===== config.mk =====
export PLATFORM = sky130hd
export DESIGN_NAME = rv_core
export DESIGN_NICKNAME = d
export VERILOG_FILES = /design/src/source/rv_pkg.sv /design/src/source/rv_core.sv /design/src/source/reg_file.sv /design/src/source/exec_unit.sv /design/src/source/inst_decoder.sv /design/src/source/fetch_wait_counter.sv /design/src/source/core_sequencer.sv
export SDC_FILE = /design/constraint.sdc
export NUM_CORES = 2
export LEC_CHECK = 0
export BUFFER_PORTS_ARGS = -buffer_cell sky130_fd_sc_hd__buf_2
export CAP_MARGIN = 40
export CORE_MARGIN = 4
export CORE_UTILIZATION = 41
export DETAILED_ROUTE_END_ITERATION = 10
export GPL_TIMING_DRIVEN = 0
export PLACE_DENSITY = 0.59
export SETUP_SLACK_MARGIN = 0.1
export SLEW_MARGIN = 5
export SYNTH_ARGS = -nofsm -noshare
export SYNTH_HDL_FRONTEND = slang
export SYNTH_SLANG_ARGS = --single-unit
export TNS_END_PERCENT = 5

===== constraint.sdc =====
create_clock -name clk -period 42.7 [get_ports clk]
set_clock_uncertainty 0.15 [all_clocks]
set_input_delay 2.135 -clock clk [delete_from_list [all_inputs] [get_ports clk]]
set_output_delay 2.135 -clock clk [all_outputs]
set_load 0.02 [all_outputs]

===== src/source/rv_pkg.sv =====
/* shared types and constants of the multi-cycle RV32I core
   imported by every RTL unit and by the testbench */
package rv_pkg;

    typedef logic [31:0] xlen_t;    // data and address word
    typedef logic [4:0]  reg_idx_t; // register index

    localparam xlen_t RESET_PC     = 32'h8000_0000; // first fetch address
    localparam int    IMEM_LATENCY = 2;             // cycles from imem_req to valid rdata

    // width of the fetch wait counter
    localparam int    WAIT_CNT_W   = $clog2(IMEM_LATENCY + 1);

    // opcode field, only the classes the core executes
    typedef enum logic [6:0] {
        OP     = 7'b0110011,
        OP_IMM = 7'b0010011,
        LUI    = 7'b0110111,
        AUIPC  = 7'b0010111,
        JAL    = 7'b1101111,
        JALR   = 7'b1100111,
        BRANCH = 7'b1100011
    } opcode_e;

    typedef enum logic [3:0] {
        ALU_ADD,
        ALU_SUB,
        ALU_SLL,
        ALU_SLT,
        ALU_SLTU,
        ALU_XOR,
        ALU_SRL,
        ALU_SRA,
        ALU_OR,
        ALU_AND
    } alu_op_e;

    // register layout, also the source of the B, U and J immediate bits
    typedef struct packed {
        logic [6:0] funct7;
        reg_idx_t   rs2;
        reg_idx_t   rs1;
        logic [2:0] funct3;
        reg_idx_t   rd;
        opcode_e    opcode;
    } r_view_t;

    typedef struct packed {
        logic [11:0] imm12; // sign bit on top
        reg_idx_t    rs1;
        logic [2:0]  funct3;
        reg_idx_t    rd;
        opcode_e     opcode;
    } i_view_t;

    typedef union packed {
        r_view_t r_view;
        i_view_t i_view;
    } inst_word_u;

    typedef enum logic [1:0] {
        FETCH,
        WAIT,
        EXEC
    } seq_state_e;

endpackage

===== src/source/rv_core.sv =====
/* top level of the multi-cycle RV32I core
   fetches over a plain request port and reports each retired instruction */
`timescale 1ns/1ps

module rv_core (
    input  logic             clk,
    input  logic             reset,
    output logic             imem_req,
    output rv_pkg::xlen_t    imem_addr,
    input  rv_pkg::xlen_t    imem_rdata,
    output logic             retire,
    output rv_pkg::xlen_t    retire_pc,
    output rv_pkg::xlen_t    retire_next_pc,
    output logic             retire_we,
    output rv_pkg::reg_idx_t retire_rd,
    output rv_pkg::xlen_t    retire_wdata
);
    import rv_pkg::*;

    logic       start, done, fetch, capture, execute;
    xlen_t      pc, next_pc, wdata, imm, rs1_data, rs2_data;
    inst_word_u ir; // instruction register
    reg_idx_t   rs1, rs2, rd;
    alu_op_e    alu_op;
    logic       src_a_pc, src_a_zero, src_b_imm;
    logic       is_branch, is_jal, is_jalr;
    logic       dec_we, rf_we;
    logic [2:0] funct3;

    always_ff @(posedge clk or posedge reset) begin
        if (reset) begin
            pc <= RESET_PC;
        end else if (execute) begin
            pc <= next_pc;
        end
    end

    always_ff @(posedge clk) begin
        if (capture) begin
            ir <= imem_rdata;
        end
    end

    assign rf_we = dec_we && execute; // write only in the retire cycle

    core_sequencer u_seq (.clk(clk), .reset(reset), .done(done), .start(start),
                          .fetch(fetch), .capture(capture), .execute(execute));

    fetch_wait_counter u_wait (.clk(clk), .reset(reset), .start(start), .done(done));

    inst_decoder u_dec (
        .inst(ir), .rs1(rs1), .rs2(rs2), .rd(rd), .imm(imm), .alu_op(alu_op),
        .src_a_pc(src_a_pc), .src_a_zero(src_a_zero), .src_b_imm(src_b_imm),
        .is_branch(is_branch), .is_jal(is_jal), .is_jalr(is_jalr),
        .funct3(funct3), .we(dec_we)
    );

    exec_unit u_exec (
        .pc(pc), .rs1_data(rs1_data), .rs2_data(rs2_data), .imm(imm), .alu_op(alu_op),
        .src_a_pc(src_a_pc), .src_a_zero(src_a_zero), .src_b_imm(src_b_imm),
        .is_branch(is_branch), .is_jal(is_jal), .is_jalr(is_jalr),
        .funct3(funct3), .wdata(wdata), .next_pc(next_pc)
    );

    reg_file u_rf (
        .clk(clk), .reset(reset), .we(rf_we), .waddr(rd), .raddr1(rs1), .raddr2(rs2),
        .wdata(wdata), .rdata1(rs1_data), .rdata2(rs2_data)
    );

    assign imem_req  = fetch;
    assign imem_addr = pc; // held until the next request

    assign retire         = execute;
    assign retire_pc      = pc;
    assign retire_next_pc = next_pc;
    assign retire_we      = dec_we;
    assign retire_rd      = rd;
    assign retire_wdata   = wdata;

endmodule


===== src/source/reg_file.sv =====
/* 32 x 32 integer register file, two read ports and one write port
   x0 stays zero because the decoder never enables a write to it */
`timescale 1ns/1ps

module reg_file (
    input  logic             clk,
    input  logic             reset,
    input  logic             we,
    input  rv_pkg::reg_idx_t waddr,
    input  rv_pkg::reg_idx_t raddr1,
    input  rv_pkg::reg_idx_t raddr2,
    input  rv_pkg::xlen_t    wdata,
    output rv_pkg::xlen_t    rdata1,
    output rv_pkg::xlen_t    rdata2
);
    import rv_pkg::*;

    xlen_t regs [32];

    always_ff @(posedge clk or posedge reset) begin
        if (reset) begin
            for (int i = 0; i < 32; i++) begin
                regs[i] <= '0;
            end
        end else if (we) begin
            regs[waddr] <= wdata; // at the edge that ends EXEC
        end
    end

    // asynchronous reads
    assign rdata1 = regs[raddr1];
    assign rdata2 = regs[raddr2];

endmodule


===== src/source/exec_unit.sv =====
/* combinational execute stage of the core
   ALU, branch compare, next PC and writeback value */
`timescale 1ns/1ps

module exec_unit (
    input  rv_pkg::xlen_t   pc,
    input  rv_pkg::xlen_t   rs1_data,
    input  rv_pkg::xlen_t   rs2_data,
    input  rv_pkg::xlen_t   imm,
    input  rv_pkg::alu_op_e alu_op,
    input  logic            src_a_pc,
    input  logic            src_a_zero,
    input  logic            src_b_imm,
    input  logic            is_branch,
    input  logic            is_jal,
    input  logic            is_jalr,
    input  logic [2:0]      funct3,
    output rv_pkg::xlen_t   wdata,
    output rv_pkg::xlen_t   next_pc
);
    import rv_pkg::*;

    xlen_t      op_a;
    xlen_t      op_b;
    xlen_t      alu_result;
    xlen_t      pc_plus4;
    xlen_t      target;
    logic [4:0] shamt;
    logic       taken;

    assign op_a  = src_a_zero ? '0 : (src_a_pc ? pc : rs1_data);
    assign op_b  = src_b_imm ? imm : rs2_data;
    assign shamt = op_b[4:0]; // low five bits only

    always_comb begin
        case (alu_op)
            ALU_ADD:  alu_result = op_a + op_b;
            ALU_SUB:  alu_result = op_a - op_b;
            ALU_SLL:  alu_result = op_a << shamt;
            ALU_SLT:  alu_result = {31'b0, $signed(op_a) < $signed(op_b)};
            ALU_SLTU: alu_result = {31'b0, op_a < op_b};
            ALU_XOR:  alu_result = op_a ^ op_b;
            ALU_SRL:  alu_result = op_a >> shamt;
            ALU_SRA:  alu_result = xlen_t'($signed(op_a) >>> shamt);
            ALU_OR:   alu_result = op_a | op_b;
            ALU_AND:  alu_result = op_a & op_b;
            default:  alu_result = op_a + op_b;
        endcase
    end

    // branch condition straight from the register operands
    always_comb begin
        case (funct3)
            3'b000:  taken = (rs1_data == rs2_data);                   // beq
            3'b001:  taken = (rs1_data != rs2_data);                   // bne
            3'b100:  taken = ($signed(rs1_data) < $signed(rs2_data));  // blt
            3'b101:  taken = ($signed(rs1_data) >= $signed(rs2_data)); // bge
            3'b110:  taken = (rs1_data < rs2_data);                    // bltu
            3'b111:  taken = (rs1_data >= rs2_data);                   // bgeu
            default: taken = 1'b0;
        endcase
    end

    assign pc_plus4 = pc + 32'd4;
    assign target   = pc + imm; // branch and jal

    always_comb begin
        if (is_jalr) begin
            next_pc = {alu_result[31:1], 1'b0};
        end else if (is_jal || (is_branch && taken)) begin
            next_pc = target;
        end else begin
            next_pc = pc_plus4;
        end
    end

    // link address for both jumps
    assign wdata = (is_jal || is_jalr) ? pc_plus4 : alu_result;

endmodule


===== src/source/inst_decoder.sv =====
/* combinational decode of one instruction word
   fields, immediate, ALU operation, operand selects and control class */
`timescale 1ns/1ps

module inst_decoder (
    input  rv_pkg::inst_word_u inst,
    output rv_pkg::reg_idx_t   rs1,
    output rv_pkg::reg_idx_t   rs2,
    output rv_pkg::reg_idx_t   rd,
    output rv_pkg::xlen_t      imm,
    output rv_pkg::alu_op_e    alu_op,
    output logic               src_a_pc,
    output logic               src_a_zero,
    output logic               src_b_imm,
    output logic               is_branch,
    output logic               is_jal,
    output logic               is_jalr,
    output logic [2:0]         funct3,
    output logic               we
);
    import rv_pkg::*;

    opcode_e opcode;
    xlen_t   imm_i;
    xlen_t   imm_b;
    xlen_t   imm_u;
    xlen_t   imm_j;
    logic    alt;       // funct7 bit 5, sub and sra
    logic    writes_rd; // class with a destination register

    assign opcode = inst.r_view.opcode;
    assign rs1    = inst.r_view.rs1;
    assign rs2    = inst.r_view.rs2;
    assign rd     = inst.r_view.rd;
    assign funct3 = inst.r_view.funct3;
    assign alt    = inst.r_view.funct7[5];

    assign imm_i = {{20{inst.i_view.imm12[11]}}, inst.i_view.imm12};
    assign imm_b = {{20{inst.r_view.funct7[6]}}, inst.r_view.rd[0],
                    inst.r_view.funct7[5:0], inst.r_view.rd[4:1], 1'b0};
    assign imm_u = {inst.r_view.funct7, inst.r_view.rs2, inst.r_view.rs1,
                    inst.r_view.funct3, 12'b0};
    assign imm_j = {{12{inst.r_view.funct7[6]}}, inst.r_view.rs1, inst.r_view.funct3,
                    inst.r_view.rs2[0], inst.r_view.funct7[5:0], inst.r_view.rs2[4:1], 1'b0};

    // add for everything that is not an ALU instruction
    always_comb begin
        alu_op = ALU_ADD;
        if (opcode == OP || opcode == OP_IMM) begin
            case (funct3)
                3'b000:  alu_op = (opcode == OP && alt) ? ALU_SUB : ALU_ADD;
                3'b001:  alu_op = ALU_SLL;
                3'b010:  alu_op = ALU_SLT;
                3'b011:  alu_op = ALU_SLTU;
                3'b100:  alu_op = ALU_XOR;
                3'b101:  alu_op = alt ? ALU_SRA : ALU_SRL; // srai keeps the bit in imm[10]
                3'b110:  alu_op = ALU_OR;
                default: alu_op = ALU_AND;
            endcase
        end
    end

    always_comb begin
        imm        = '0;
        src_a_pc   = 1'b0;
        src_a_zero = 1'b0;
        src_b_imm  = 1'b0;
        is_branch  = 1'b0;
        is_jal     = 1'b0;
        is_jalr    = 1'b0;
        writes_rd  = 1'b0;
        case (opcode)
            OP: writes_rd = 1'b1;
            OP_IMM: begin
                imm       = imm_i;
                src_b_imm = 1'b1;
                writes_rd = 1'b1;
            end
            LUI: begin
                imm        = imm_u;
                src_a_zero = 1'b1; // 0 + imm
                src_b_imm  = 1'b1;
                writes_rd  = 1'b1;
            end
            AUIPC: begin
                imm       = imm_u;
                src_a_pc  = 1'b1;
                src_b_imm = 1'b1;
                writes_rd = 1'b1;
            end
            JAL: begin
                imm       = imm_j;
                is_jal    = 1'b1;
                writes_rd = 1'b1;
            end
            JALR: begin
                imm       = imm_i;
                src_b_imm = 1'b1; // target from the ALU
                is_jalr   = 1'b1;
                writes_rd = 1'b1;
            end
            BRANCH: begin
                imm       = imm_b;
                is_branch = 1'b1;
            end
            default: ; // unknown opcode retires as a no-op
        endcase
    end

    assign we = writes_rd && (rd != '0); // x0 never written

endmodule


===== src/source/fetch_wait_counter.sv =====
/* times the fixed instruction memory latency after each request
   done marks the cycle in which imem_rdata is valid */
`timescale 1ns/1ps

module fetch_wait_counter (
    input  logic clk,
    input  logic reset,
    input  logic start,
    output logic done
);
    import rv_pkg::*;

    logic [WAIT_CNT_W-1:0] count; // cycles left until rdata

    always_ff @(posedge clk or posedge reset) begin
        if (reset) begin
            count <= '0;
        end else if (start) begin
            count <= WAIT_CNT_W'(IMEM_LATENCY);
        end else if (count != '0) begin
            count <= count - 1'b1;
        end
    end

    // last wait cycle, count reaches zero on the next edge
    assign done = (count == WAIT_CNT_W'(1));

endmodule


===== src/source/core_sequencer.sv =====
/* fetch / wait / execute sequencing of the core
   one instruction in flight, no back-pressure */
`timescale 1ns/1ps

module core_sequencer (
    input  logic clk,
    input  logic reset,
    input  logic done,
    output logic start,
    output logic fetch,
    output logic capture,
    output logic execute
);
    import rv_pkg::*;

    seq_state_e state;
    seq_state_e next_state;
    logic       armed; // low until the first edge after reset

    always_ff @(posedge clk or posedge reset) begin
        if (reset) begin
            state <= FETCH;
            armed <= 1'b0;
        end else begin
            state <= next_state;
            armed <= 1'b1;
        end
    end

    always_comb begin
        next_state = state;
        case (state)
            FETCH: begin
                if (armed) begin
                    next_state = WAIT;
                end
            end
            WAIT: begin
                if (done) begin
                    next_state = EXEC;
                end
            end
            EXEC:    next_state = FETCH; // retire, then fetch the next one
            default: next_state = FETCH;
        endcase
    end

    // request goes out once the sequencer is armed
    assign fetch   = (state == FETCH) && armed;
    assign start   = fetch;                   // counter starts with the request
    assign capture = (state == WAIT) && done; // rdata valid in this cycle
    assign execute = (state == EXEC);

endmodule


==> results.ini <==
[outcome]
status = finished clean

[timing]
timing.fmax_ghz = 0.0671
finalHoldViolations = 0
tns_ns = 0
setup_violations = 0
period_needed_ns = 14.91
slew_viol_final = 0
rsz0062_at_grt = no
worst_slew_pin_slew_ns = 1.12
fin_ws_ns = 27.79
relSlewSlack_pct = 25.4
fin_crit_sh_pct = 34.9

[critical_path]
cp-start-kind = flip-flop
r2r_slack_ns = 30.83
cp-end-kind = output pin
crit_type = reg2out
required_ns = 40.42
crit_fanout = 10
critical_path.max_stage_delay_ns = 0.63
critPathArrivalTime_ns = 12.63
slowest_stage = mux4_2
r2r_cells = 27
crit_top_cell = clkbuf_1

[route]
routed_wl_mm = 433
drc = 0
drtAntennaViolNets = 0
firstDrtPassIters = 8
dr.first_iter.drc_count = 11255
vias = 71706
via_per_inst = 6.93
avgRoutedWirePerCell_um = 41.8

[global_routing]
grt_use_total_pct = 47.2
grt_pass1_wl_mm = 582
grt_start_max_net_pins = 122
grt-ovfl-total = 0
antenna_found_initial = 23
grt_pass1_vias = 67767

[synth]
async_reset_ff_share_pct = 97.1
ys_warn_count = 0
synth_area_leaders = dfrtp_1, mux4_2, mux2i_1
synthCells = 7500
avgSynthCellArea_um2 = 9.39
yosysUniqueCellTypes = 111
synthesis.nets = 7700
synth.top_cell.area_share_pct = 37.7
yosysTopAreaCell = dfrtp_1
synth_edf_count = 32
seq_area_frac_synth_pct = 39.1
synth-seq-cells = 1093
syn_area_um2 = 70400
synth_ff_type = dfrtp_1

[clock_tree]
postCtsSetupBuffers = 0
cts.clk_slew.worst_paths_ns = 0.06
clkSinkCount = 1093
hold_buffers = 0
ctsHtreeMaxLevel = 4
numCtsBuffers = 132
cts_tree = built
clockBufferDepth = 3
clock_latency_ns = 0.84
cts_resized = 0
root_buffer = clkbuf_16

[die]
row_count = 151
die_x_um = 422
start_util_pct = 41.4
design.core.area_um2 = 170000
ios = 170
die_area_um2 = 178000
die_h_um = 422

[final_layout]
layout.nets = 8218
fillers = 16425
drive_gt1_share_pct = 16.2
syn2layout_area_growth_pct = 15.3

[place]
dp_slack_ns = 29.31
post-dp-hpwl_mm = 332
portBuffers = 169
place_congestion = 1.06

[min_path]
worstHoldPathType = reg2reg
hold_path_depth = 1

[pwr]
power.leakage_nw = 36.2
peakVddDrop_mv = 0.0586
power-per-cell-area_nw_per_um2 = 60.7

[flow_run]
drv_cap = 0

==> metrics by stage <==
stage / cell area, um^2 / utilization [%] / instances / hold slack [ns] / total power [mW]
after global routing: 81200 / 47.7 / 10339 / 0.342 / 4.96
after CTS: 81100 / 47.7 / 10326 / 0.330 / 4.77
after global placement: 74100 / 43.6 / 9887 / 0.306 / 3.50
final: 81200 / 47.8 / 10354 / 0.332 / 4.93
after floorplan: 70400 / - / 7500 / 0.295 / 2.32
after detailed placement: 76500 / 45.0 / 10090 / 0.317 / 3.58
==> power breakdown <==
group,internal [mW],switching [mW],leakage (nW)
Clock,0.681,0.519,2.19
Sequential,1.07,0.0631,15.1
Combinational,0.653,1.94,18.9
Total,2.40,2.52,36.2
==> kinds of logic after synthesis <==
group           after synthesis  synth area share [%]
mux                         971                  19.0
other cells                   1               0.00532
simple gates               1955                  12.0
fa+ha+maj                   166                  2.98
buf+inv                     899                  5.94
xor+xnor                     80                 0.995
flops                      1093                  39.1
compound gates             2335                  20.0
==> routing by layer <==
| layer | GRT usage, % | up-vias | routed length, um |
|---|---|---|---|
| met5 | 0.672 | - | 223 |
| met3 | 17.4 | 1616 | 54700 |
| met4 | 40.5 | 14 | 46400 |
| met2 | 69.3 | 5724 | 183000 |
| met1 | 54.4 | 36006 | 148000 |
| li1 | - | 28346 | - |
==> synthesized netlist by cell type, types with 17 or more instances <==
cell      number
buf_6         45
o21a_1        35
ha_1         163
a31oi_1       37
dfrtp_1     1060
o21ai_1      163
nor3_1        69
o211ai_1      70
nor2_1       237
nand2_1     1221
and3_1        44
clkbuf_2      21
edfxtp_1      32
xnor2_1       53
nand2b_1      25
a21o_1        73
o31ai_1       19
o221ai_1      17
and2_1        33
o21bai_1      20
nand4_1       26
mux2_2        49
buf_4         76
nor4_1        26
o21ai_0      989
a211oi_1      30
a21oi_1      345
nand3_1      171
inv_1        146
xor2_1        27
buf_2        118
mux2i_1      633
mux4_2       286
buf_1         39
a22oi_1      352
nor2b_1       20
clkbuf_1     447
==> cell type report <==
type | instances | area (um^2) | area share [%]
multi-input cells | 5508 | 38900 | 47.9
flip-flops and latches | 1093 | 27500 | 33.9
clock buffers | 185 | 3760 | 4.64
plain buffers | 747 | 3640 | 4.49
repair buffers | 384 | 3290 | 4.05
well taps | 2218 | 2780 | 3.42
clock inverters | 51 | 749 | 0.923
inverters | 152 | 578 | 0.712
diodes | 16 | 40.0 | 0.0493
==> flip-flops by register name, indices dropped and copies added, names as in the netlist <==
| signal | flops |
|---|---|
| u_seq.state | 2 |
| u_rf.regs | 1024 |
| imem_addr | 32 |
| u_wait.count | 2 |
| u_seq.armed | 1 |
| ir | 32 |
==> critical path, delay by kind of cell, from the launching register on <==
| kind | cells | cell delay [ns] |
|---|---|---|
| flip-flops | 1 | 0.32 |
| multiplexers | 4 | 2.22 |
| adder cells (fa/ha/maj) | 1 | 0.39 |
| AND/OR/NAND/NOR | 4 | 1.40 |
| buffers and inverters | 12 | 5.02 |
| AO/OA/AOI/OAI | 7 | 2.41 |
==> cells in the final DEF (no fill, tap or decap), drive strengths merged, types with 39 or more instances in the layout <==
master,Yosys,layout
nand2,1222,1222
o21ai,1163,1163
dfrtp,1060,1060
clkbuf,468,657
buf,279,657
mux2i,635,635
a22oi,353,353
a21oi,345,345
mux4,286,286
nor2,239,239
nand3,172,172
ha,163,163
inv,152,159
a21o,74,74
o211ai,71,71
nor3,71,71
xnor2,53,53
mux2,50,50
and3,44,44
nor4,41,41
a31oi,39,39
==> path summary, 6_finish.rpt <==
| path | from | end |
|---|---|---|
| min in group asynchronous | reset | imem_addr[27] |
| max in group asynchronous | reset | u_rf.regs[585] |
| hold / removal | u_rf.regs[1007] | u_rf.regs[1007] |
| setup reg to reg | ir[20] | u_rf.regs[765] |
| setup / recovery | ir[20] | retire_wdata[29] |
| hold reg to reg | u_rf.regs[1007] | u_rf.regs[1007] |
No activity file was read; power rests on OpenSTA's default activity.
